## src/verilog/alu_pkg.sv

```systemverilog
package alu_pkg;

	// ========================================================================
	// Datapath sizing
	// ========================================================================
	localparam int DBW = 64;
	localparam int ITER_COUNT = 64;		// Steps per multiply or divide

	// Result for anything the unit does not decode
	localparam logic [DBW-1:0] POISON = 64'hDEADDEADDEADDEAD;

	// ========================================================================
	// Opcodes
	// ========================================================================
	localparam logic [7:0] OP_CMP = 8'h10;
	localparam logic [7:0] OP_CMPI = 8'h20;
	localparam logic [7:0] OP_RR = 8'h40;
	localparam logic [7:0] OP_R = 8'h41;
	localparam logic [7:0] OP_LOGIC = 8'h42;
	localparam logic [7:0] OP_ADDI = 8'h48;
	localparam logic [7:0] OP_SUBI = 8'h49;
	localparam logic [7:0] OP_MULI = 8'h4C;
	localparam logic [7:0] OP_MULUI = 8'h4D;
	localparam logic [7:0] OP_DIVI = 8'h4E;
	localparam logic [7:0] OP_DIVUI = 8'h4F;
	localparam logic [7:0] OP_ANDI = 8'h53;
	localparam logic [7:0] OP_ORI = 8'h54;
	localparam logic [7:0] OP_EORI = 8'h55;
	localparam logic [7:0] OP_SHIFT = 8'h58;
	localparam logic [7:0] OP_ADD4UI = 8'h6B;
	localparam logic [7:0] OP_LOAD = 8'h86;		// Base plus displacement
	localparam logic [7:0] OP_LOADX = 8'hB6;	// Base plus scaled index
	localparam logic [7:0] OP_JSR = 8'hA2;

	// Function codes under OP_RR
	localparam logic [5:0] FN_ADD = 6'd0;
	localparam logic [5:0] FN_SUB = 6'd1;
	localparam logic [5:0] FN_ADD4U = 6'd9;
	localparam logic [5:0] FN_MIN = 6'd10;
	localparam logic [5:0] FN_MAX = 6'd11;
	localparam logic [5:0] FN_MUL = 6'd12;
	localparam logic [5:0] FN_DIV = 6'd13;
	localparam logic [5:0] FN_MULU = 6'd14;
	localparam logic [5:0] FN_DIVU = 6'd15;

	// Function codes under OP_R, only bits 3:0 are significant
	localparam logic [5:0] FN_MOV = 6'd0;
	localparam logic [5:0] FN_NEG = 6'd1;
	localparam logic [5:0] FN_COM = 6'd2;
	localparam logic [5:0] FN_ABS = 6'd3;
	localparam logic [5:0] FN_CNTLZ = 6'd4;
	localparam logic [5:0] FN_CNTLO = 6'd5;
	localparam logic [5:0] FN_CNTPOP = 6'd6;
	localparam logic [5:0] FN_SXB = 6'd8;
	localparam logic [5:0] FN_ZXB = 6'd9;
	localparam logic [5:0] FN_SXH = 6'd10;
	localparam logic [5:0] FN_ZXH = 6'd11;

	// Function codes under OP_LOGIC
	localparam logic [5:0] FN_AND = 6'd0;
	localparam logic [5:0] FN_ANDC = 6'd1;
	localparam logic [5:0] FN_OR = 6'd2;
	localparam logic [5:0] FN_ORC = 6'd3;
	localparam logic [5:0] FN_EOR = 6'd4;
	localparam logic [5:0] FN_NAND = 6'd5;
	localparam logic [5:0] FN_NOR = 6'd6;
	localparam logic [5:0] FN_ENOR = 6'd7;

	// Function codes under OP_SHIFT
	localparam logic [5:0] FN_SHL = 6'd0;
	localparam logic [5:0] FN_SHR = 6'd1;
	localparam logic [5:0] FN_ASR = 6'd3;
	localparam logic [5:0] FN_ROL = 6'd4;
	localparam logic [5:0] FN_ROR = 6'd5;

endpackage

```

## src/verilog/alu_bitcount.sv

```systemverilog
`timescale 1ns/1ps

module alu_bitcount (
	input  logic [alu_pkg::DBW-1:0] a,
	output logic [6:0] clz,
	output logic [6:0] clo,
	output logic [6:0] pop
);
	import alu_pkg::*;

	logic [3:0] byte_cnt [DBW/8];

	// Highest set bit wins, zero input gives the full width
	function automatic logic [6:0] lead_zeros(input logic [DBW-1:0] v);
		logic [6:0] n;
		n = 7'(DBW);
		for (int i = 0; i < DBW; i++)
			if (v[i])
				n = 7'(DBW - 1 - i);
		return n;
	endfunction

	assign clz = lead_zeros(a);
	assign clo = lead_zeros(~a);		// Leading ones of a

	// Per-byte counts first
	always_comb
	begin
		for (int k = 0; k < DBW/8; k++)
		begin
			byte_cnt[k] = 4'd0;
			for (int j = 0; j < 8; j++)
				byte_cnt[k] = byte_cnt[k] + 4'(a[8*k+j]);
		end
	end

	// Then the byte sums
	always_comb
	begin
		pop = 7'd0;
		for (int k = 0; k < DBW/8; k++)
			pop = pop + 7'(byte_cnt[k]);
	end

endmodule

```

## config.mk

```make
export PLATFORM = sky130hd
export DESIGN_NAME = alu_bitcount
export DESIGN_NICKNAME = d
export VERILOG_FILES = /design/src/verilog/alu_pkg.sv /design/src/verilog/alu_bitcount.sv
export SDC_FILE = /design/constraint.sdc
export NUM_CORES = 1
export LEC_CHECK = 0
export BUFFER_PORTS_ARGS = -buffer_cell sky130_fd_sc_hd__buf_2
export CAP_MARGIN = 25
export CORE_ASPECT_RATIO = 2
export CORE_UTILIZATION = 57
export DETAILED_ROUTE_END_ITERATION = 6
export PLACE_DENSITY = 0.9
export SLEW_MARGIN = 0
export SYNTH_ARGS = -nofsm -noshare
export SYNTH_HDL_FRONTEND = slang
export SYNTH_SLANG_ARGS = --single-unit
```

## constraint.sdc

```tcl
create_clock -name vclk -period 12.52
set_input_delay 3.13 -clock vclk [all_inputs]
set_output_delay 3.13 -clock vclk [all_outputs]
set_load 0.02 [all_outputs]
```

## Word-level counts from Yosys, hierarchy flattened

Index checks and enable logic that the tools add are counted.

| word-level totals | value |
|---|---|
| output and inout bits | 21 |
| register bits after elaboration | 0 |
| input bits | 64 |
| logic and storage cells | 192 |

| cells by class | value |
|---|---|
| bitwise logic cells | 1 |
| muxes and demuxes | 128 |
| add/subtract/negate cells | 63 |

Operators by type and width:

| cell | number |
|---|---|
| 2-to-1 mux 7 bit | 128 |
| adder 4 x 1 -> 4 bit | 32 |
| NOT 64 bit | 1 |
| adder 3 x 1 -> 4 bit | 8 |
| adder 7 x 4 -> 7 bit | 4 |
| adder 2 x 1 -> 3 bit | 8 |
| adder 1 x 1 -> 2 bit | 8 |
| adder 6 x 4 -> 7 bit | 1 |
| adder 5 x 4 -> 6 bit | 1 |
| adder 4 x 4 -> 5 bit | 1 |

## Depth between registers and ports, before layout

| depth | value |
|---|---|
| depth in word-level cells | 65 |
| mapped depth | 22 |
| gate-level depth less buffers | 22 |

## Worst setup path before layout

OpenSTA, ideal clock, no wires.

| path | value |
|---|---|
| kind | input to output |
| start | input a[59] (netlist bit) |
| end | output pop[4] |
| path slack | 920 ps |
| required time | 9,390 ps |
| stages on the path | 21 |
| data arrival time | 8,470 ps |
| path buffers | 0 |
| cell sequence | fa_1 -> fa_1 -> inv_1 -> fa_1 -> inv_1 -> fa_1 -> inv_1 -> fa_1 -> inv_1 -> fa_1 -> inv_1 -> fa_1 -> fa_1 -> inv_1 -> ha_1 -> inv_1 -> fa_1 -> inv_1 -> a21o_1 -> a21oi_1 -> xnor2_1 |

| between the ends | value |
|---|---|
| longest elaborated chain between the ends | 6 |

Ends and longest elaborated chain:

| what | RTL line | RTL |
|---|---|---|
| from (decl) | alu_bitcount.sv:4 | `input logic [alu_pkg::DBW-1:0] a,` |
| adder 3 x 1 -> 4 bit | alu_bitcount.sv:33 | `byte_cnt[k] = byte_cnt[k] + 4'(a[8*k+j]);` |
| adder 4 x 1 -> 4 bit (4 in series) | alu_bitcount.sv:33 |  |
| adder 7 x 4 -> 7 bit | alu_bitcount.sv:42 | `pop = pop + 7'(byte_cnt[k]);` |
| to (decl) | alu_bitcount.sv:7 | `output logic [6:0] pop` |

Every way passes these cells.

## Worst setup path in the final report

| path | value |
|---|---|
| start | input a[61] (netlist bit) |
| end | output pop[6] |

| between the ends | value |
|---|---|
| longest elaborated chain between the ends | 4 |

Ends and longest elaborated chain:

| what | RTL line |
|---|---|
| adder 4 x 1 -> 4 bit (3 in series) | alu_bitcount.sv:33 |
| adder 7 x 4 -> 7 bit | alu_bitcount.sv:42 |

Every way passes these cells.

==> out/qor.yml <==
status: "finished clean"
endpoint_kind: "output port"
syn_area_um2: 3330
tns_ns: 0
yosysSeqAreaShare_pct: 0
grt_antenna_before_repair: 0
slew_viol_final: 0
clock.fmax_mhz: 82.8
setup-violations-final: 0
wire_per_inst_um: 17.7
firstDrtPassIters: 5
drtIter0Drc: 313
post-place-ws_ns: 0.442
clock_buffers: 0
areaGrowthSynthToFinish_pct: 12.4
critPathMaxFanout: 11
core-area_um2: 5660
ys_warn_count: 0
synthDistinctLibCells: 52
multi_input_area_um2: 2870
fin_crit_ns: 12.07
grt_use_met3_pct: 1.28
initial_core_util_pct: 58.8
yosys.area.top_type_share_pct: 32.5
cap_violations: 0
post-cts-setup-buffers: 0
arrival_ns: 8.94
syn_inst: 452
io_pins: 85
final_nets: 663
grt_max_degree: 12
design.seq.count: 0
use_met1_pct: 34.5
route.vias.total: 3734
drc: 0
worst_slack_ns: 0.447
final-seq-area_um2: 0
die_w_um: 56.0
hpwlAfterDp_mm: 9.02
post_cts_resized: 0
hold_ws_ns: 6.73
slew_headroom_pct: 62.4
worstMarginPinSlew_ns: 0.558
rsz0062_at_grt: "false"
syn_avg_cell_area_um2: 7.37
gr-usage-all-layers_pct: 34.6
synth_most_common_cell: "inv_1"
fin_util_pct: 66.1
die_area_um2: 6170
ant_nets: 0
period_share_pct: 96.4
use_met2_pct: 68.2
gr-total-overflow: 0
io_buffers: 85
hold_buffers: 0
synthTopCellsByCount: "inv_1 (98), fa_1 (54), a21oi_1 (33), nand2_1 (33), nor2_1 (28)"
grt-busiest-layer: "met2"
nFillCells: 517
avgViaCountPerCell: 6.38
grt_pass1_wl_mm: 16.6
synth_nets: 589
layout-drive-gt1-share_pct: 17.6
start_kind: "primary input"
rows: 39
synth_top_area_cell: "fa_1"
gp_congestion: 0.967
grt_pass1_vias: 3710
hold_violations: 0
hold_path_class: "primary input to output port"
path_class: "primary input to output port"
required_ns: 9.39
fp.dieH_um: 110
antenna_cells: 0
ys_top_cells_by_area: "fa_1 (32%), inv_1 (11%), ha_1 (7.1%)"
wirelength_mm: 10.3
## critical path, cell delays in order
cell      delay, ns
buf_2          0.21
fa_1           0.48
fa_1           0.52
inv_1          0.06
fa_1           0.48
inv_1          0.05
fa_1           0.49
inv_1          0.05
fa_1           0.47
inv_1          0.05
fa_1           0.49
inv_1          0.05
fa_1           0.49
fa_1           0.40
inv_1          0.07
ha_1           0.17
inv_1          0.07
fa_1           0.46
inv_1          0.09
a21o_1         0.13
a21oi_1        0.10
o21bai_1       0.14
a21o_1         0.12
buf_2          0.15
## cell type report
type	count	area share, %
inverters	99	9.93
multi-input cells	340	76.7
well taps	61	2.04
repair buffers	85	11.4
## per-stage QoR
stage,instances,cell area [µm²]
finish,585,3740
detailed placement,585,3740
global placement,585,3740
floorplan,452,3330
global route,585,3740
CTS,585,3740
## final timing paths
path  start      to  cells after the start
max   a[61]  pop[6]                     24
min   a[63]  clo[1]                      4
## cells by family (layout without fill, tap and decap cells)
| logic type | count (synthesis) | count (layout) | synth area share, % |
|---|---|---|---|
| compound gates | 110 | 110 | 21.2 |
| xor+xnor | 4 | 4 | 1.05 |
| fa+ha+maj | 73 | 73 | 39.6 |
| buf+inv | 112 | 184 | 13.8 |
| simple gates | 153 | 153 | 24.4 |
## cells in the final DEF (no fill, tap or decap), drive strengths merged, types with 4 or more instances in the layout
cell type  synthesis  layout
a2111oi            4       4
a211oi             6       6
a21o               5       5
a21oi             33      33
a31oi              5       5
buf                9      85
fa                54      54
ha                19      19
inv               99      99
nand2             33      33
nand2b             8       8
nand3             11      11
nand4             23      23
nor2              28      28
nor2b              5       5
nor3              10      10
nor4              21      21
o211ai             4       4
o21ai             26      26
o21bai             5       5
o31ai              4       4
xnor2              4       4
## layer usage
metal,wire length (µm),up-vias,share of wire [%]
li1,-,1708,-
met1,3420,1772,33
met2,5720,200,55
met3,537,54,5.2
met4,655,0,6.3
met5,0,-,0
Power is left out: the tool's default activity adds up to more than one toggle a clock period on the data nets, which glitch-free logic cannot reach.
