==> src/verilog/alu_pkg.sv <==
package alu_pkg;

	// ========================================================================
	// Datapath sizing
	// ========================================================================
	localparam int DBW = 64;
	localparam int ITER_COUNT = 64;		// Steps per multiply or divide

	// Result for anything the unit does not decode
	localparam logic [DBW-1:0] POISON = 64'hDEADDEADDEADDEAD;

	// ========================================================================
	// Opcodes
	// ========================================================================
	localparam logic [7:0] OP_CMP = 8'h10;
	localparam logic [7:0] OP_CMPI = 8'h20;
	localparam logic [7:0] OP_RR = 8'h40;
	localparam logic [7:0] OP_R = 8'h41;
	localparam logic [7:0] OP_LOGIC = 8'h42;
	localparam logic [7:0] OP_ADDI = 8'h48;
	localparam logic [7:0] OP_SUBI = 8'h49;
	localparam logic [7:0] OP_MULI = 8'h4C;
	localparam logic [7:0] OP_MULUI = 8'h4D;
	localparam logic [7:0] OP_DIVI = 8'h4E;
	localparam logic [7:0] OP_DIVUI = 8'h4F;
	localparam logic [7:0] OP_ANDI = 8'h53;
	localparam logic [7:0] OP_ORI = 8'h54;
	localparam logic [7:0] OP_EORI = 8'h55;
	localparam logic [7:0] OP_SHIFT = 8'h58;
	localparam logic [7:0] OP_ADD4UI = 8'h6B;
	localparam logic [7:0] OP_LOAD = 8'h86;		// Base plus displacement
	localparam logic [7:0] OP_LOADX = 8'hB6;	// Base plus scaled index
	localparam logic [7:0] OP_JSR = 8'hA2;

	// Function codes under OP_RR
	localparam logic [5:0] FN_ADD = 6'd0;
	localparam logic [5:0] FN_SUB = 6'd1;
	localparam logic [5:0] FN_ADD4U = 6'd9;
	localparam logic [5:0] FN_MIN = 6'd10;
	localparam logic [5:0] FN_MAX = 6'd11;
	localparam logic [5:0] FN_MUL = 6'd12;
	localparam logic [5:0] FN_DIV = 6'd13;
	localparam logic [5:0] FN_MULU = 6'd14;
	localparam logic [5:0] FN_DIVU = 6'd15;

	// Function codes under OP_R, only bits 3:0 are significant
	localparam logic [5:0] FN_MOV = 6'd0;
	localparam logic [5:0] FN_NEG = 6'd1;
	localparam logic [5:0] FN_COM = 6'd2;
	localparam logic [5:0] FN_ABS = 6'd3;
	localparam logic [5:0] FN_CNTLZ = 6'd4;
	localparam logic [5:0] FN_CNTLO = 6'd5;
	localparam logic [5:0] FN_CNTPOP = 6'd6;
	localparam logic [5:0] FN_SXB = 6'd8;
	localparam logic [5:0] FN_ZXB = 6'd9;
	localparam logic [5:0] FN_SXH = 6'd10;
	localparam logic [5:0] FN_ZXH = 6'd11;

	// Function codes under OP_LOGIC
	localparam logic [5:0] FN_AND = 6'd0;
	localparam logic [5:0] FN_ANDC = 6'd1;
	localparam logic [5:0] FN_OR = 6'd2;
	localparam logic [5:0] FN_ORC = 6'd3;
	localparam logic [5:0] FN_EOR = 6'd4;
	localparam logic [5:0] FN_NAND = 6'd5;
	localparam logic [5:0] FN_NOR = 6'd6;
	localparam logic [5:0] FN_ENOR = 6'd7;

	// Function codes under OP_SHIFT
	localparam logic [5:0] FN_SHL = 6'd0;
	localparam logic [5:0] FN_SHR = 6'd1;
	localparam logic [5:0] FN_ASR = 6'd3;
	localparam logic [5:0] FN_ROL = 6'd4;
	localparam logic [5:0] FN_ROR = 6'd5;

endpackage

==> src/verilog/alu_multiplier.sv <==
`timescale 1ns/1ps

module alu_multiplier (
	input  logic clk,
	input  logic rst_n,
	input  logic start,
	input  logic sgn,
	input  logic [alu_pkg::DBW-1:0] a,
	input  logic [alu_pkg::DBW-1:0] b,
	output logic [2*alu_pkg::DBW-1:0] prod,
	output logic done
);
	import alu_pkg::*;

	logic busy;
	logic neg;					// Product sign flip pending
	logic [6:0] cnt;
	logic [DBW-1:0] mag_a;
	logic [DBW-1:0] mag_b;
	logic [DBW-1:0] mcand;
	logic [2*DBW-1:0] acc;		// Upper half partial sum, lower half multiplier
	logic [DBW:0] sum;

	assign mag_a = (sgn && a[DBW-1]) ? -a : a;
	assign mag_b = (sgn && b[DBW-1]) ? -b : b;

	// Add multiplicand in when the current multiplier bit is set
	assign sum = {1'b0, acc[2*DBW-1:DBW]} + {1'b0, (acc[0] ? mcand : {DBW{1'b0}})};

	always_ff @(posedge clk or negedge rst_n)
	begin
		if (!rst_n)
		begin
			busy <= 1'b0;
			neg <= 1'b0;
			cnt <= '0;
		end
		else if (start && !busy)
		begin
			busy <= 1'b1;
			neg <= sgn && (a[DBW-1] ^ b[DBW-1]);
			cnt <= '0;
		end
		else if (busy)
		begin
			cnt <= cnt + 7'd1;
			if (cnt == 7'(ITER_COUNT - 1))
				busy <= 1'b0;		// Last step
		end
	end

	always_ff @(posedge clk)
	begin
		if (start && !busy)
		begin
			mcand <= mag_a;
			acc <= {{DBW{1'b0}}, mag_b};
		end
		else if (busy)
			acc <= {sum, acc[DBW-1:1]};	// Shift right one place
	end

	assign prod = neg ? -acc : acc;
	assign done = !busy;

	// Done drops for the full run and comes back right after it
	a_done_low: assert property (@(posedge clk) disable iff (!rst_n)
		(start && done) |=> !done [*ITER_COUNT] ##1 done)
		else $error("multiplier done timing wrong");

endmodule

==> config.mk <==
export PLATFORM = sky130hd
export DESIGN_NAME = alu_multiplier
export DESIGN_NICKNAME = d
export VERILOG_FILES = /design/src/verilog/alu_pkg.sv /design/src/verilog/alu_multiplier.sv
export SDC_FILE = /design/constraint.sdc
export NUM_CORES = 1
export LEC_CHECK = 0
export BUFFER_PORTS_ARGS = -buffer_cell sky130_fd_sc_hd__buf_2
export CORE_ASPECT_RATIO = 2
export CORE_UTILIZATION = 59
export CTS_CLUSTER_DIAMETER = 150
export DETAILED_ROUTE_END_ITERATION = 10
export PLACE_DENSITY = 0.9
export SYNTH_ARGS = -nofsm -noshare
export SYNTH_HDL_FRONTEND = slang
export SYNTH_SLANG_ARGS = --single-unit
==> constraint.sdc <==
create_clock -name clk -period 5.6 [get_ports clk]
set_clock_uncertainty 0.1 [all_clocks]
set_input_delay 0.28 -clock clk [delete_from_list [all_inputs] [get_ports clk]]
set_output_delay 0.28 -clock clk [all_outputs]
set_load 0.02 [all_outputs]
# --- Yosys cells after proc, flatten, opt, wreduce, memory -nomap -nowiden ---
# Index checks and enable logic that the tools add are counted.
totals:
  output_inout_bits: 129
  rom_bits: 0
  latchBits: 0
  word_cells: 30
  ram_bits: 0
  ff_bits: 201
  inputBits: 132
  memories: 0
classes:
  n_reduce_logical: 6
  n_shift: 0
  n_mux: 11
  n_div: 0
  n_eq_ne: 1
  bitwise_logic: 1
  addsub: 5
  mul: 0
  magnitude_cmp: 0
ops:
  columns: ["cell", "count"]
  rows:
  - ["$mux 64", 5]
  - ["$mux 128", 1]
  - ["$neg 128->128", 1]
  - ["$neg 64->64", 2]
  - ["$add 64x64->65", 1]
  - ["$mux 7", 2]
  - ["$add 7x1->7 const B", 1]
  - ["$eq 7x6->1 const B", 1]
  - ["$logic_and 1x1->1", 4]
  - ["$mux 1", 3]
  - ["$reduce_bool 2->1", 1]
  - ["$logic_not 1->1", 1]
  - ["$xor 1x1->1", 1]

# --- Logic depth before layout (Yosys ltp) ---
logic_depth:
  depth_word: 4
  mapped_depth: 15
  depth_no_buf: 13

# --- Least setup slack after synthesis ---
# Ideal clock, no wire load.
synth_path:
  kind: "register to output"
  startpoint: "register acc[61]"
  endpoint: "output port prod[125] (netlist name)"
  stages_incl_launch_ff: 11
  arrival_time_ns: 4.063
  path_buffers: 0
  slack_ns: 1.157
  t_required_ns: 5.220
  path_cell_list: "edfxtp_1 -> or4_4 -> or3_4 -> or4b_4 -> nor4_4 -> nand2_2 -> or4_4 -> or4_4 -> or4_4 -> o21ai_2 -> xnor2_1"
synth_via:
  elab_chain_len: 2
synth_rtl:
  columns: ["element", "line_no", "source"]
  rows:
  - ["start, declared", "alu_multiplier.sv:21", "logic [2*DBW-1:0] acc;"]
  - ["start signal, assigned", "alu_multiplier.sv:57", "acc <= {{DBW{1'b0}}, mag_b};"]
  - ["start signal, assigned", "alu_multiplier.sv:60", "acc <= {sum, acc[DBW-1:1]};"]
  - ["$neg 128->128", "alu_multiplier.sv:63", "assign prod = neg ? -acc : acc;"]
  - ["$mux 128", "alu_multiplier.sv:63", null]
  - ["end, declared", "alu_multiplier.sv:10", "output logic [2*alu_pkg::DBW-1:0] prod,"]
# Every way passes these cells.

# --- Worst setup path after layout ---
layout_path:
  startpoint: "register acc[39]"
  endpoint: "output port prod[125] (netlist name)"
# The elaborated chain is that of the path after synthesis.

==> results by stage <==
CTS:
- The maximum buffer depth of the clock tree is 3.
- After clock tree synthesis, the clock-pin slew on the worst setup and hold paths is 0.07 ns.
- The CTS tree is yes.
- The total clock buffers created by CTS is 21.
- The CTS root buffer is sky130_fd_sc_hd__clkbuf_16.
- For the worst-skew pair, the clock arrives at the later sink with an insertion delay of 0.54 ns.
- The number of levels in the clock H-tree is 1.
- The clock sink count is between 200 and 250.

Timing:
- In the final timing run, aggregate negative setup slack is 0 ns.
- The total count of hold-check failures in the final report is 0.
- The worst hold-check slack is 0.00318 ns.
- The highest clock rate is ~0.19 GHz.
- The shortest clock period the worst path allows after layout is between 5 and 6 ns.
- For the pin with the worst max-slew slack, the measured transition is 0.992 ns.
- The max-slew violation total from the final report is 0.
- The worst slew margin relative to its limit is 0.330.
- Dividing the final minimum period by the clock period gives 0.946.
- Setup violations remaining at the end of the flow were counted as 0.
- Setup repair after global routing left no endpoint under its margin.
- The setup slack of the critical path after layout is 0.301 ns.

Setup path:
- STA classifies the critical path endpoint as an output pin.
- Data on the critical path arrives at its endpoint at between 4 and 5 ns.
- The critical path is of the flop to output pin type.
- At the worst endpoint, the required time is 5.22 ns.
- The maximum fanout count along the critical path is 9.
- The kind of start point of the critical path is a flop.

Placement:
- Once placement completed, the tool counted placed cells totaling between 2000 and 3000.
- Before CTS, the worst setup slack after placement is 0.836 ns.
- The placed instances occupy a cell area of about 18000 sq um.
- Summed over all nets, the half-perimeter wirelength after detailed placement is 42.8 mm.
- Routability-driven placement finished with a final weighted congestion of 1.00.
- Port buffering added 260 buffers.

Synthesis:
- The number of nets in the synthesized netlist is roughly 2200.
- For this run, the number of Yosys warnings is 0.
- After technology mapping, the gate count stands at between 1500 and 2000.
- The cell area that synthesis handed to floorplanning was 16400 sq um.
- The count of flip-flops with a built-in enable after synthesis is 128.
- The part of the Yosys area used for sequential elements is 0.326.
- The proportion of synthesized flip-flops having asynchronous set or reset is 0.0448.
- The synthesized design contains 201 register bits.
- The number of distinct library cells after synthesis is 73.
- The average cell area after synthesis is between 8 and 9 sq um.
- The most used flip-flop cell after synthesis is sky130_fd_sc_hd__edfxtp_1.

Routing:
- The pre-antenna-repair detailed-routing pass consisted of 7 iterations.
- The residual antenna-violating net count after detailed routing is 0.
- The total number of vias is 16800.
- The first routing iteration left 1231 violations.
- The number of remaining DRC errors is 0.
- After detailed routing, the total wire length is 56.0 mm.
- After detailed routing, the number of vias per cell comes to between 6 and 7.
- The final routed wire length divided by cell count is 21.4 um.

Die:
- The die covers 28600 sq um.
- The core region is 27400 sq um.
- The starting utilization of the core area is 0.599.
- The die boundary width is 120 um.
- The standard-cell row count is 86.
- The vertical extent of the die is 238 um.
- For this design the top-level I/O count stands at around 260.

Final layout:
- In the final layout, the share of cells above drive strength 1 is 0.153.
- The final design area excluding fillers is 19100 sq um.
- The number of nets in the finished design is 2443.
- The final non-filler cell total is approximately 2600.
- The core utilization of the finished layout is 0.697.
- Relative to the synthesized area, the layout overhead comes to 16.5%.

GRT:
- The number of global-route vias before repair is 16800.
- The initial antenna violation count is 0.
- The first global-routing pass estimated around 86 mm of wire.
- Entering global routing, the biggest net connects between 100 and 150 pins.
- After global routing the overflow that remains totals 0.
- In the global route stage, overall resource usage came out at 0.388.

Min path:
- In this run the worst hold path is classified as input port to flop.

Pwr:
- Summed over all cells, the static leakage comes to 7.39 nW.
- Of the total power, the share spent switching nets is 0.507.
- The clock power share is 0.123.
- The relative contribution of combinational cells to total power is 0.623.
- Of the total power, registers draw 0.255.
- The areal power density over the cells is approximately 650 nW/um^2.
- In this run the power spent charging and discharging nets is 6.26 mW.
- The maximum vdd ir drop is 446 uV.
- The total power consumption of the routed design is 12.3 mW.
- The internal power contribution is slightly above 6 mW.

Job:
- The max-cap violation count is 0.

Outcome:
- The flow ran to the end, and the final reports show no timing, DRC or antenna violations.
-- state kept, by name (all words and copies together), names as in the netlist --
register / flops
mcand: 64
neg: 1
busy: 1
acc: 128
cnt: 7
-- what timing repair did --
action                                 CTS  global route
gates resized for setup                  0             0
endpoints found under the hold margin   48             0
buffers inserted                         0             0
hold buffers                            40             0
-- cells in the final DEF, fill, tap and decap left out, types with 5 or more instances in the layout --
master / netlist / routed
sky130_fd_sc_hd__or4_1: 35 / 35
sky130_fd_sc_hd__nor3_1: 42 / 42
sky130_fd_sc_hd__a21boi_0: 5 / 5
sky130_fd_sc_hd__o21a_1: 9 / 9
sky130_fd_sc_hd__nand3_1: 28 / 28
sky130_fd_sc_hd__xnor2_1: 227 / 227
sky130_fd_sc_hd__dfrtp_1: 9 / 8
sky130_fd_sc_hd__ha_1: 68 / 68
sky130_fd_sc_hd__o211ai_1: 9 / 9
sky130_fd_sc_hd__o21ai_1: 6 / 6
sky130_fd_sc_hd__dlygate4sd3_1: 0 / 40
sky130_fd_sc_hd__clkbuf_16: 0 / 21
sky130_fd_sc_hd__inv_1: 35 / 33
sky130_fd_sc_hd__nand4_1: 22 / 22
sky130_fd_sc_hd__or3_1: 47 / 47
sky130_fd_sc_hd__or2_2: 12 / 12
sky130_fd_sc_hd__edfxtp_1: 128 / 128
sky130_fd_sc_hd__and2_1: 72 / 72
sky130_fd_sc_hd__buf_4: 1 / 22
sky130_fd_sc_hd__nand2b_1: 21 / 21
sky130_fd_sc_hd__o31ai_1: 55 / 55
sky130_fd_sc_hd__nand2_1: 269 / 267
sky130_fd_sc_hd__a22o_1: 9 / 9
sky130_fd_sc_hd__xor2_1: 78 / 78
sky130_fd_sc_hd__buf_2: 0 / 260
sky130_fd_sc_hd__o22ai_1: 7 / 7
sky130_fd_sc_hd__a21o_1: 30 / 30
sky130_fd_sc_hd__nor2_1: 110 / 109
sky130_fd_sc_hd__o41ai_1: 23 / 23
sky130_fd_sc_hd__a21oi_1: 119 / 119
sky130_fd_sc_hd__o21ai_0: 210 / 210
sky130_fd_sc_hd__o21bai_1: 17 / 17
sky130_fd_sc_hd__a31oi_1: 21 / 21
sky130_fd_sc_hd__and3_1: 6 / 6
sky130_fd_sc_hd__dfxtp_1: 64 / 64
sky130_fd_sc_hd__nor4_1: 35 / 35
-- cells by family after synthesis --
| family | synth area share |
|---|---|
| AO/OA/AOI/OAI | 0.208 |
| XOR/XNOR | 0.163 |
| adder cells (fa/ha/maj) | 0.0530 |
| buffers and inverters | 0.0292 |
| flip-flops | 0.326 |
| multiplexers | 0.00183 |
| AND/OR/NAND/NOR | 0.220 |
-- final cells by class --
cell class,instances,area (sq um)
Sequential cell,201,5350
Antenna cell,1,2.50
Multi-Input combinational cell,1660,10600
Inverter,36,135
Fill cell,2179,8310
Clock inverter,13,176
Clock buffer,25,541
Tap cell,352,440
Timing Repair Buffer,322,1870
-- power by group through the flow --
| stage | Sequential [mW] | Combinational, mW | Clock (mW) |
|---|---|---|---|
| after global routing | 3.21 | 8.26 | 1.56 |
| after CTS | 3.11 | 7.58 | 1.52 |
| after global placement | 3.09 | 7.40 | 0 |
| after floorplan | 2.82 | 5.42 | 0 |
| after detailed placement | 3.14 | 7.50 | 0 |
| final | 3.14 | 7.69 | 1.52 |
-- final timing paths --
kind / startpoint / endpoint / slack (ns) / depth (start not counted)
setup / recovery: acc[39] / prod[125] / 0.30 / 11
hold / removal: a[52] / mcand[52] / 0.003 / 2
setup reg to reg: acc[0] / acc[123] / 1.15 / 14
hold reg to reg: cnt[5] / cnt[5] / 0.40 / 1
max in group asynchronous: rst_n / neg / 5.15 / 2
min in group asynchronous: rst_n / cnt[0] / 0.04 / 2
-- routing by layer --
metal	GRT usage	wire length, um	vias to the layer above
met5	0	0	-
met4	0.327	5080	0
met3	0.0562	3600	292
met2	0.719	29300	889
met1	0.368	18000	7822
li1	-	-	7751
-- synth_stat cells, drive strengths merged, types with 13 or more instances --
cell type | number | area, sq um
xnor2 | 227 | 1990
and2 | 74 | 463
nor2 | 110 | 413
a21o | 30 | 225
o21ai | 218 | 1100
or3 | 48 | 305
or2 | 13 | 81.3
nand2b | 21 | 131
edfxtp | 128 | 3840
o21bai | 17 | 128
nor3 | 43 | 220
o41ai | 23 | 201
nand3 | 29 | 150
a31oi | 21 | 131
nand4 | 22 | 138
o31ai | 55 | 413
a21oi | 119 | 596
nand2 | 270 | 1020
inv | 35 | 131
dfxtp | 64 | 1280
ha | 68 | 851
nor4 | 36 | 240
or4 | 39 | 308
xor2 | 78 | 683
clkbuf | 85 | 319
-- critical path: stages (launching register included) --
cell,delay [ns]
sky130_fd_sc_hd__edfxtp_1,0.43
sky130_fd_sc_hd__or4_1,0.57
sky130_fd_sc_hd__nor4_1,0.53
sky130_fd_sc_hd__nand3_2,0.26
sky130_fd_sc_hd__nor4_4,0.43
sky130_fd_sc_hd__nand2_2,0.11
sky130_fd_sc_hd__or4_4,0.49
sky130_fd_sc_hd__or4_4,0.51
sky130_fd_sc_hd__or4_4,0.58
sky130_fd_sc_hd__o21ai_2,0.16
sky130_fd_sc_hd__xnor2_1,0.13
sky130_fd_sc_hd__buf_2,0.18
No activity file was read; power rests on OpenSTA's default activity.
