File: config.mk
export PLATFORM = sky130hd
export DESIGN_NAME = alu_divider
export DESIGN_NICKNAME = d
export VERILOG_FILES = /design/src/verilog/alu_pkg.sv /design/src/verilog/alu_divider.sv
export SDC_FILE = /design/constraint.sdc
export NUM_CORES = 1
export LEC_CHECK = 0
export BUFFER_PORTS_ARGS = -buffer_cell sky130_fd_sc_hd__buf_2
export CORE_MARGIN = 3
export CORE_UTILIZATION = 63
export DETAILED_ROUTE_END_ITERATION = 6
export PLACE_DENSITY = 0.85
export SKIP_CTS_REPAIR_TIMING = 1
export SLEW_MARGIN = 20
export SYNTH_ARGS = -nofsm -noshare
export SYNTH_HDL_FRONTEND = slang
export SYNTH_SLANG_ARGS = --single-unit
File: constraint.sdc
create_clock -name clk -period 6.39 [get_ports clk]
set_input_delay 0.3195 -clock clk [delete_from_list [all_inputs] [get_ports clk]]
set_output_delay 0.3195 -clock clk [all_outputs]
set_load 0.02 [all_outputs]
File: src/verilog/alu_pkg.sv
package alu_pkg;

	// ========================================================================
	// Datapath sizing
	// ========================================================================
	localparam int DBW = 64;
	localparam int ITER_COUNT = 64;		// Steps per multiply or divide

	// Result for anything the unit does not decode
	localparam logic [DBW-1:0] POISON = 64'hDEADDEADDEADDEAD;

	// ========================================================================
	// Opcodes
	// ========================================================================
	localparam logic [7:0] OP_CMP = 8'h10;
	localparam logic [7:0] OP_CMPI = 8'h20;
	localparam logic [7:0] OP_RR = 8'h40;
	localparam logic [7:0] OP_R = 8'h41;
	localparam logic [7:0] OP_LOGIC = 8'h42;
	localparam logic [7:0] OP_ADDI = 8'h48;
	localparam logic [7:0] OP_SUBI = 8'h49;
	localparam logic [7:0] OP_MULI = 8'h4C;
	localparam logic [7:0] OP_MULUI = 8'h4D;
	localparam logic [7:0] OP_DIVI = 8'h4E;
	localparam logic [7:0] OP_DIVUI = 8'h4F;
	localparam logic [7:0] OP_ANDI = 8'h53;
	localparam logic [7:0] OP_ORI = 8'h54;
	localparam logic [7:0] OP_EORI = 8'h55;
	localparam logic [7:0] OP_SHIFT = 8'h58;
	localparam logic [7:0] OP_ADD4UI = 8'h6B;
	localparam logic [7:0] OP_LOAD = 8'h86;		// Base plus displacement
	localparam logic [7:0] OP_LOADX = 8'hB6;	// Base plus scaled index
	localparam logic [7:0] OP_JSR = 8'hA2;

	// Function codes under OP_RR
	localparam logic [5:0] FN_ADD = 6'd0;
	localparam logic [5:0] FN_SUB = 6'd1;
	localparam logic [5:0] FN_ADD4U = 6'd9;
	localparam logic [5:0] FN_MIN = 6'd10;
	localparam logic [5:0] FN_MAX = 6'd11;
	localparam logic [5:0] FN_MUL = 6'd12;
	localparam logic [5:0] FN_DIV = 6'd13;
	localparam logic [5:0] FN_MULU = 6'd14;
	localparam logic [5:0] FN_DIVU = 6'd15;

	// Function codes under OP_R, only bits 3:0 are significant
	localparam logic [5:0] FN_MOV = 6'd0;
	localparam logic [5:0] FN_NEG = 6'd1;
	localparam logic [5:0] FN_COM = 6'd2;
	localparam logic [5:0] FN_ABS = 6'd3;
	localparam logic [5:0] FN_CNTLZ = 6'd4;
	localparam logic [5:0] FN_CNTLO = 6'd5;
	localparam logic [5:0] FN_CNTPOP = 6'd6;
	localparam logic [5:0] FN_SXB = 6'd8;
	localparam logic [5:0] FN_ZXB = 6'd9;
	localparam logic [5:0] FN_SXH = 6'd10;
	localparam logic [5:0] FN_ZXH = 6'd11;

	// Function codes under OP_LOGIC
	localparam logic [5:0] FN_AND = 6'd0;
	localparam logic [5:0] FN_ANDC = 6'd1;
	localparam logic [5:0] FN_OR = 6'd2;
	localparam logic [5:0] FN_ORC = 6'd3;
	localparam logic [5:0] FN_EOR = 6'd4;
	localparam logic [5:0] FN_NAND = 6'd5;
	localparam logic [5:0] FN_NOR = 6'd6;
	localparam logic [5:0] FN_ENOR = 6'd7;

	// Function codes under OP_SHIFT
	localparam logic [5:0] FN_SHL = 6'd0;
	localparam logic [5:0] FN_SHR = 6'd1;
	localparam logic [5:0] FN_ASR = 6'd3;
	localparam logic [5:0] FN_ROL = 6'd4;
	localparam logic [5:0] FN_ROR = 6'd5;

endpackage

File: src/verilog/alu_divider.sv
`timescale 1ns/1ps

module alu_divider (
	input  logic clk,
	input  logic rst_n,
	input  logic start,
	input  logic sgn,
	input  logic [alu_pkg::DBW-1:0] a,
	input  logic [alu_pkg::DBW-1:0] b,
	output logic [alu_pkg::DBW-1:0] quo,
	output logic [alu_pkg::DBW-1:0] rem,
	output logic dvz,
	output logic done
);
	import alu_pkg::*;

	logic busy;
	logic neg_q;
	logic neg_r;
	logic [6:0] cnt;
	logic [DBW-1:0] mag_a;
	logic [DBW-1:0] mag_b;
	logic [DBW-1:0] dvd;		// Dividend out at the top, quotient in at the bottom
	logic [DBW-1:0] dvs;
	logic [DBW-1:0] part;		// Partial remainder
	logic [DBW:0] trial_in;
	logic [DBW+1:0] trial;
	logic fits;

	assign mag_a = (sgn && a[DBW-1]) ? -a : a;
	assign mag_b = (sgn && b[DBW-1]) ? -b : b;

	// Trial subtract, keep the result only if no borrow
	assign trial_in = {part, dvd[DBW-1]};
	assign trial = {1'b0, trial_in} - {2'b00, dvs};
	assign fits = !trial[DBW+1];

	// ========================================================================
	// Control
	// ========================================================================
	always_ff @(posedge clk or negedge rst_n)
	begin
		if (!rst_n)
		begin
			busy <= 1'b0;
			done <= 1'b1;
			dvz <= 1'b0;
			neg_q <= 1'b0;
			neg_r <= 1'b0;
			cnt <= '0;
		end
		else if (start && !busy)
		begin
			busy <= 1'b1;
			done <= 1'b0;
			dvz <= 1'b0;
			neg_q <= sgn && (a[DBW-1] ^ b[DBW-1]);
			neg_r <= sgn && a[DBW-1];		// Remainder follows the dividend
			cnt <= '0;
		end
		else if (busy)
		begin
			cnt <= cnt + 7'd1;
			if (cnt == 7'(ITER_COUNT - 1))
			begin
				busy <= 1'b0;
				done <= 1'b1;
				dvz <= dvs == '0;
			end
		end
	end

	// ========================================================================
	// Datapath
	// ========================================================================
	always_ff @(posedge clk)
	begin
		if (start && !busy)
		begin
			dvd <= mag_a;
			dvs <= mag_b;
			part <= '0;
		end
		else if (busy)
		begin
			part <= fits ? trial[DBW-1:0] : trial_in[DBW-1:0];
			dvd <= {dvd[DBW-2:0], fits};
		end
	end

	// Truncating signed result, all ones on a zero divisor
	assign quo = dvz ? {DBW{1'b1}} : (neg_q ? -dvd : dvd);
	assign rem = neg_r ? -part : part;

	a_dvz_idle: assert property (@(posedge clk) disable iff (!rst_n)
		busy |-> !dvz)
		else $error("divide by zero flag raised while busy");

	a_done_busy: assert property (@(posedge clk) disable iff (!rst_n)
		!(done && busy))
		else $error("divider done while busy");

endmodule

======== Word level (Yosys, flattened, before mapping) ========
Index checks and enable logic that the tools add are counted.
W data, S select, Z words.
storage, ports and cells
  memories ................................ 0
  latch bits .............................. 0
  input bits .............................. 132
  RAM bits ................................ 0
  bits in read-only memories .............. 0
  bits in registers ....................... 204
cells by class
  eq/ne operators ......................... 1
  magnitude comparators ................... 0
  multiply operators ...................... 0
  div/mod/pow operators ................... 0
  shift-type cells ........................ 0
  multiplexer cells ....................... 19
  bitwise gates (word level) .............. 1
  add/sub/neg operators ................... 6
  reduce and logical (&&, ||, !) cells .... 10
operators with widths
  kind                   count
  $mux W64               8
  $neg A64 Y64           4
  $sub A65 B64 Y66       1
  $logic_not A64 Y1      1
  $mux W7                2
  $mux W1                9
  $add A7 B1 Y7 const B  1
  $eq A7 B6 Y1 const B   1
  $logic_and A1 B1 Y1    4
  $reduce_bool A2 Y1     2
  $logic_not A1 Y1       2
  $reduce_and A2 Y1      1
  $xor A1 B1 Y1          1

======== Depth between registers and ports, before layout ========
Gate-level depths: netlist (run 1).
  word-level depth ........................ 4
  gate-level depth with buffers ........... 15

======== Worst setup path before layout (run 1) ========
No wires, ideal clock.
  path kind ............................... register to output
  start ................................... register dvd[6]
  end ..................................... output port quo[55] in the netlist's numbering
  stages on the path, launching flop included .. 11
  arrival ................................. 3.462 ns
  setup slack ............................. 2.609 ns
  cell sequence ........................... edfxtp_1 > or4_4 > or4_4 > or4_4 > or3_1 > or2_1 > buf_2 > nor2_2 > nand2_2 > and3_1 > o21ai_0
between the ends
  longest elaborated chain between the ends .. 3
RTL lines
  element                 RTL line           source
  start, declared         alu_divider.sv:23  logic [DBW-1:0] dvd;
  start signal, assigned  alu_divider.sv:80  dvd <= mag_a;
  start signal, assigned  alu_divider.sv:87  dvd <= {dvd[DBW-2:0], fits};
  $neg A64 Y64            alu_divider.sv:92  assign quo = dvz ? {DBW{1'b1}} : (neg_q ? -dvd : dvd);
  $mux W64 (2 in series)  alu_divider.sv:92
  end, declared           alu_divider.sv:10  output logic [alu_pkg::DBW-1:0] quo,
No other way between the ends.

======== Worst setup path after layout (run 1) ========
  start ................................... register part[11]
  end ..................................... output port rem[58] in the netlist's numbering
between the ends
  longest elaborated chain between the ends .. 2
RTL lines
  element                 RTL line           source
  start, declared         alu_divider.sv:25  logic [DBW-1:0] part;
  start signal, assigned  alu_divider.sv:86  part <= fits ? trial[DBW-1:0] : trial_in[DBW-1:0];
  $neg A64 Y64            alu_divider.sv:93  assign rem = neg_r ? -part : part;
  $mux W64                alu_divider.sv:93
  end, declared           alu_divider.sv:11  output logic [alu_pkg::DBW-1:0] rem,
No other way between the ends.

==> run metrics, run 1 <==
status finished clean; Post-Syn Area 0.0175 mm^2; Die Ht roughly 170 um; main flop type after synthesis edfxtp_1; # Max-Cap Violations 0; Mapped Cells 2,181; # setup viols final 0; cell internal pwr 5.20 mW; Final nets roughly 2.6k; Netlist cell types 80; crit path max fanout 8; CTS Buf Count 23; GR Overflow Total 0; critical-path cell list or4_4, or3_4, or3_2, or4_1, nor4_1, nand4_1, o21ai_0, xnor2_1, buf_2; largest net degree at the start of global routing 99; vias after detailed routing about 18k; multi-input logic area ~0.011 mm^2; CTS sink count 204; Vias/cell 6.48; Clock transition at path regs 0.06 ns; final-layout fill cell count 2,163; Async SR Flop Fraction 5.88%; clock share of power 13.1%; critical path startpoint category flop; Synth Register Bits 204; CP delay by family, top simple AND/OR/NAND/NOR gates; Sw Ratio 50.2%; post-layout minimum cycle time 4.99 ns; count of flip-flops with a built-in enable after synthesis 128; Setup WS pre-CTS 2.18 ns; Hold Violations, Final 0; DR iter-0 viols 1,914; Slowest cell on crit path nor4_1; Gate power share 60.1%; GPL Wtd Cong about 1.0; worst-skew pair later-pin latency 0.53 ns; CTS max path bufs 3; Routed Antenna Nets 0; FP Rows 60; Slew headroom roughly 30%; most frequent cells in the layout nand2_1 (291), buf_2 (261), o21ai_0 (248); first-pass GRT wire length 87,600 um; Seq pwr share 26.7%; most common cell after layout, fill and taps aside nand2_1; final WL 56,600 um; Final Slew Violations 0; Seq. cell area 0.00543 mm^2; core area 0.0271 mm^2; chip width 172 um; Min-Delay Path Class in -> reg; Avg Cell Area, Syn 8.00 um^2; DRC 0; Req. time, crit path 6.07 ns; share of cells above drive strength 1 approximately 15%; Area Overhead vs Synth 12.8%; post-route worst setup slack approximately 1.4 ns; Setup TNS 0 ns; Syn Nets between 2k and 2.5k; R2R Setup Slk 2.11 ns; hold path startpoint b[0]; Psw ~5.2 mW; die area ~0.030 mm^2; R2R cell count 11; WP buf/inv 1; synth warn 0; Hold Path Depth 1; Worst setup EP type output port; Peak VDD IR 0.302 mV; Seq/Total Area, Yosys between 30 and 40%; CP arrival roughly 4.7 ns; vias in the first global route 16.2k; max incr delay on CP 0.85 ns; RR Startpoint part[0]; TritonCTS clock tree done; IO Pins 262; Cell Pwr Density between 500 and 600 mW/mm^2; HPWL after detailed placement 43,500 um; 1st-pass router iterations 5; effective utilization at floorplan between 60% and 70%; FF-to-FF End part[63]; RSZ-0062 raised after global routing false; Setup Skew 0.0168 ns; FMAX 201 MHz; Root Buffer clkbuf_16; Worst Tran Pin Value 1.05 ns; crit path kind reg -> out; Hold EP dvs[0]; drt wl/cell approximately 21 um; LEAKAGE 8.04 nW; # port buffers 261; crit share post-route 78.0%; initial antenna violation count 4; GRT Total Usage 36.9%; # H-tree levels 1
## layer usage
metal	share of wire [%]	track usage (%)	wire, um
met5	0	0	0
met2	43	55.4	24200
met3	12	7.82	6750
met4	3.3	10.9	1880
met1	42	53.8	23800
## area by class of cell
cell class,instances,area share (%)
clock buffers,31,3.41
flip-flops and latches,204,27.6
well taps,372,2.36
multi-input cells,1749,56.8
repair buffers,273,7.17
diodes,4,0.0508
clock inverters,11,0.559
inverters,107,2.04
## cell usage after synthesis, types with 41 or more instances
| cell | number | share of area, % |
|---|---|---|
| a21o_1 | 44 | 1.9 |
| a21oi_1 | 147 | 4.2 |
| clkbuf_1 | 111 | 2.4 |
| dfxtp_1 | 64 | 7.3 |
| edfxtp_1 | 128 | 22 |
| ha_1 | 69 | 4.9 |
| inv_1 | 107 | 2.3 |
| nand2_1 | 293 | 6.3 |
| nor2_1 | 121 | 2.6 |
| nor3_1 | 41 | 1.2 |
| nor4_1 | 42 | 1.5 |
| o21ai_0 | 248 | 7.1 |
| o31ai_1 | 53 | 2.3 |
| or3_1 | 43 | 1.5 |
| xnor2_1 | 157 | 7.9 |
| xor2_1 | 135 | 6.8 |
## through the flow
| step | total power, mW | instances | hold WS [ns] | utilization (%) | area (um^2) |
|---|---|---|---|---|---|
| 4_1_cts | 10.3 | 2746 | -0.325 | 72.6 | 19700 |
| 3_5_place_dp | 8.94 | 2704 | 0.213 | 69.7 | 18900 |
| 5_1_grt | 11.2 | 2750 | 0.0741 | 72.6 | 19700 |
| 3_3_place_gp | 8.77 | 2704 | 0.206 | 69.7 | 18900 |
| 2_1_floorplan | 7.02 | 2181 | 0.0239 | - | 17500 |
| 6_report | 10.5 | 2751 | 0.0869 | 72.6 | 19700 |
## power by group through the flow
| stage | Clock, mW | Combinational (mW) | Sequential, mW |
|---|---|---|---|
| 2_1_floorplan | 0 | 4.52 | 2.50 |
| 3_3_place_gp | 0 | 6.03 | 2.74 |
| 3_5_place_dp | 0 | 6.16 | 2.77 |
| 4_1_cts | 1.37 | 6.20 | 2.75 |
| 5_1_grt | 1.43 | 6.88 | 2.85 |
| 6_report | 1.37 | 6.29 | 2.79 |
## cells by family after synthesis
kind of cell	after synthesis	share of synthesized area (%)
AND/OR/NAND/NOR	715	20.0
AO/OA/AOI/OAI	668	24.0
XOR/XNOR	292	14.7
buffers and inverters	228	5.01
flip-flops	204	31.1
adder cells (fa/ha/maj)	70	5.06
multiplexers	4	0.229
## how the worst max path moves through the flow
| stage | start | to | slack [ns] | depth (start not counted) |
|---|---|---|---|---|
| finish | part[11] | rem[58] | 1.40 | 9 |
| global route | part[11] | rem[62] | 1.37 | 9 |
| CTS | dvd[5] | quo[63] | 1.60 | 11 |
| detailed placement | dvd[5] | quo[63] | 2.18 | 11 |
| global placement | dvd[6] | quo[63] | 2.21 | 11 |
| floorplan | dvd[6] | quo[55] | 2.61 | 10 |
## sequential cells by signal (all words and copies together), names as in the netlist
signal and count:
dvd 64, dvs 64, part 64, cnt 7, busy 1, done 1, dvz 1, neg_q 1
neg_r 1
Power figures use the tool's default switching activity.
==> run 2, diff against run 1 <==
--- a/config.mk
+++ b/config.mk
@@ -7,9 +7,9 @@
 export LEC_CHECK = 0
 export BUFFER_PORTS_ARGS = -buffer_cell sky130_fd_sc_hd__buf_2
 export CORE_MARGIN = 3
-export CORE_UTILIZATION = 63
+export CORE_UTILIZATION = 53
 export DETAILED_ROUTE_END_ITERATION = 6
-export PLACE_DENSITY = 0.85
+export PLACE_DENSITY = 0.76
 export SKIP_CTS_REPAIR_TIMING = 1
 export SLEW_MARGIN = 20
 export SYNTH_ARGS = -nofsm -noshare
==> constraint.sdc (replaced) <==
create_clock -name clk -period 4.2 [get_ports clk]
set_input_delay 0.21 -clock clk [delete_from_list [all_inputs] [get_ports clk]]
set_output_delay 0.21 -clock clk [all_outputs]
set_load 0.02 [all_outputs]
==> run 2 against run 1 <==
Net effect: the flow now finishes with violations (design-rule violations, negative hold slack, negative setup slack); global-route usage is 5.5 points lower; power is 55% higher; register-to-register slack worse by 1.6 ns; clock skew is 0.0040 ns higher; first-iteration DRC count is 18% lower; critical path type unchanged; largest power group unchanged.
==> run metrics, run 2 (synthesis gave the netlist of run 1 again) <==
status finished, violations left; violated checks design-rule violations, negative hold slack, negative setup slack; drt wl/cell 20.4 um (-0.83%); Post-DP Area 0.0192 mm^2 (+1.6%); Min-Delay Path Class in -> reg; FMAX 227 MHz; IO Pins 262 (unchanged); GRT Total Usage 31.5% (-5.5 points); TritonCTS clock tree done; post-route worst setup slack -0.197 ns (-1.60 ns); Seq pwr share 26.5% (-0.2 points); Vias/cell 6.13 (-5.4%); CTS Buf Count 24 (+4.3%); clock share of power 12.3% (-0.8 points); # H-tree levels 1 (unchanged); most frequent CP cell or4_4; vias in the first global route 16.3k (+0.61%); Finished Core Util 63.9% (-8.7 points); met3 Track Usage GR 4.93% (-2.9 points); die area 0.0351 mm^2 (+18%); # setup viols final 16 (+16); Final nets 2,611 (+2.0%); critical path startpoint category flop; DR iter-0 viols 1,568 (-18%); CTS max path bufs 3 (unchanged); Seq. cell area 0.00544 mm^2 (+0.18%); WP buf/inv 1 (unchanged); Req. time, crit path 3.99 ns (-2.08 ns); largest net degree at the start of global routing 133 (+34%); WHS -0.0101 ns (-0.0969 ns); Final Slew Violations 0 (unchanged); Root Buffer clkbuf_16; crit share post-route 105%; Sw Ratio 49.7% (-0.53 points); FP Rows 65 (+8.3%); most common cell after layout, fill and taps aside nand2_1; Setup Skew 0.0208 ns (+0.00402 ns); routing usage on met2 47.5% (-7.9 points); Slew headroom 35.2% (+5.2 points); crit path kind reg -> out; Slowest cell on crit path or4_4; HPWL after detailed placement 45,000 um (+3.4%); worst-skew pair later-pin latency 0.54 ns (about the same); final WL 58,500 um (+3.3%); Area Overhead vs Synth 17.3%; # port buffers 261 (unchanged); Peak VDD IR 0.528 mV (+75%); Die Ht 187 um (+8.7%); Routed Antenna Nets 0 (unchanged); Design Power 16.2 mW (+55%); # Max-Cap Violations 0 (unchanged); top flop regs dvd x64, dvs x64, part x64; Hold Violations, Final 5 (+5); 1st-pass router iterations 7 (+2); CTS sink count 204 (unchanged); Cell Pwr Density 793 mW/mm^2 (+49%); layer with the highest usage met2; first-pass GRT wire length 89,300 um (+2.0%); max incr delay on CP 0.56 ns (-0.29 ns); Clock transition at path regs 0.06 ns (about the same); multi-input logic area 0.0114 mm^2 (+2.2%); met1 Track Usage GR 46.4% (-7.4 points); vias after detailed routing 17.6k (-1.4%); Worst setup EP type output port; CP arrival 4.19 ns (-0.48 ns); final-layout fill cell count 2,862 (+32%); cell internal pwr 8.17 mW (+57%); Worst Tran Pin Value 0.972 ns (-0.0758 ns); core area 0.0320 mm^2 (+18%); LEAKAGE 8.36 nW (+4.0%); Gate power share 61.1% (+1.0 points); most frequent cells in the layout nand2_1 (289), buf_2 (246), o21ai_0 (241); CP delay by family, top simple AND/OR/NAND/NOR gates; Psw 8.07 mW (+54%); fin area 0.0205 mm^2 (+4.0%); DRC 4 (+4); GPL Wtd Cong 1.02 (+0.27%); effective utilization at floorplan 54.5% (-9.9 points); post-layout minimum cycle time 4.40 ns; RSZ-0062 raised after global routing true; share of cells above drive strength 1 17.6% (+2.3 points); crit path max fanout 5 (-3); GR Overflow Total 0 (unchanged); initial antenna violation count 4 (unchanged); critical-path cell list or4_4, or4_4, or4_4, or3_4, or2_4, nor2_4, nand2_4, o31ai_4, xor2_1, nand2_1, buf_6; chip width 187 um (+8.7%)
-- run 2: cell count changes in the layout (fill, tap and decap cells not counted), moves of 7 or more --
cell,before,now
o31ai_4,1,13
o21ai_0,248,241
buf_2,261,246
dlygate4sd3_1,1,10
buf_4,10,57
o31ai_2,11,4
buf_6,0,7
-- run 2: power by group through the flow --
stage | registers, mW | clock network [mW] | logic, mW
global route | 4.42 | 2.10 | 10.9
CTS | 4.21 | 2.03 | 9.60
detailed placement | 4.25 | 0 | 9.54
floorplan | 3.81 | 0 | 6.88
global placement | 4.20 | 0 | 9.45
finish | 4.31 | 2.00 | 9.93
-- run 2: cell type report --
cell class	instances	area share [%]
antenna	3	0.0367
timing repair buffer	323	9.27
clock buffer	33	3.15
clock inverter	11	0.519
tap	435	2.66
sequential	204	26.6
multi-input combinational	1749	55.8
inverter	107	1.97
-- run 2: stage by stage --
stage,setup TNS (ns),cells,setup WS (ns)
floorplan,0,2181,0.528
global placement,0,2795,0.313
detailed placement,0,2795,0.273
CTS,-4.04,2839,-0.323
global route,-3.49,2865,-0.293
finish,-1.29,2865,-0.197
-- run 2: final timing paths --
check / slack, ns / cells after the start / endpoint / from
setup / recovery: -0.20 / 11 / quo[57] / dvd[5]
min in group asynchronous: 0.10 / 2 / neg_r / rst_n
hold reg to reg: 0.50 / 1 / cnt[5] / cnt[5]
setup reg to reg: 0.48 / 13 / part[27] / dvs[36]
max in group asynchronous: 3.83 / 2 / done / rst_n
hold / removal: -0.01 / 2 / cnt[1] / start
-- run 2: metal layers --
layer	wire length, um	part of all wire [%]	vias up
li1	-	-	8364
met1	26600	45	8345
met2	25300	43	728
met3	4680	8.0	133
met4	1980	3.4	2
met5	12	0.021	-
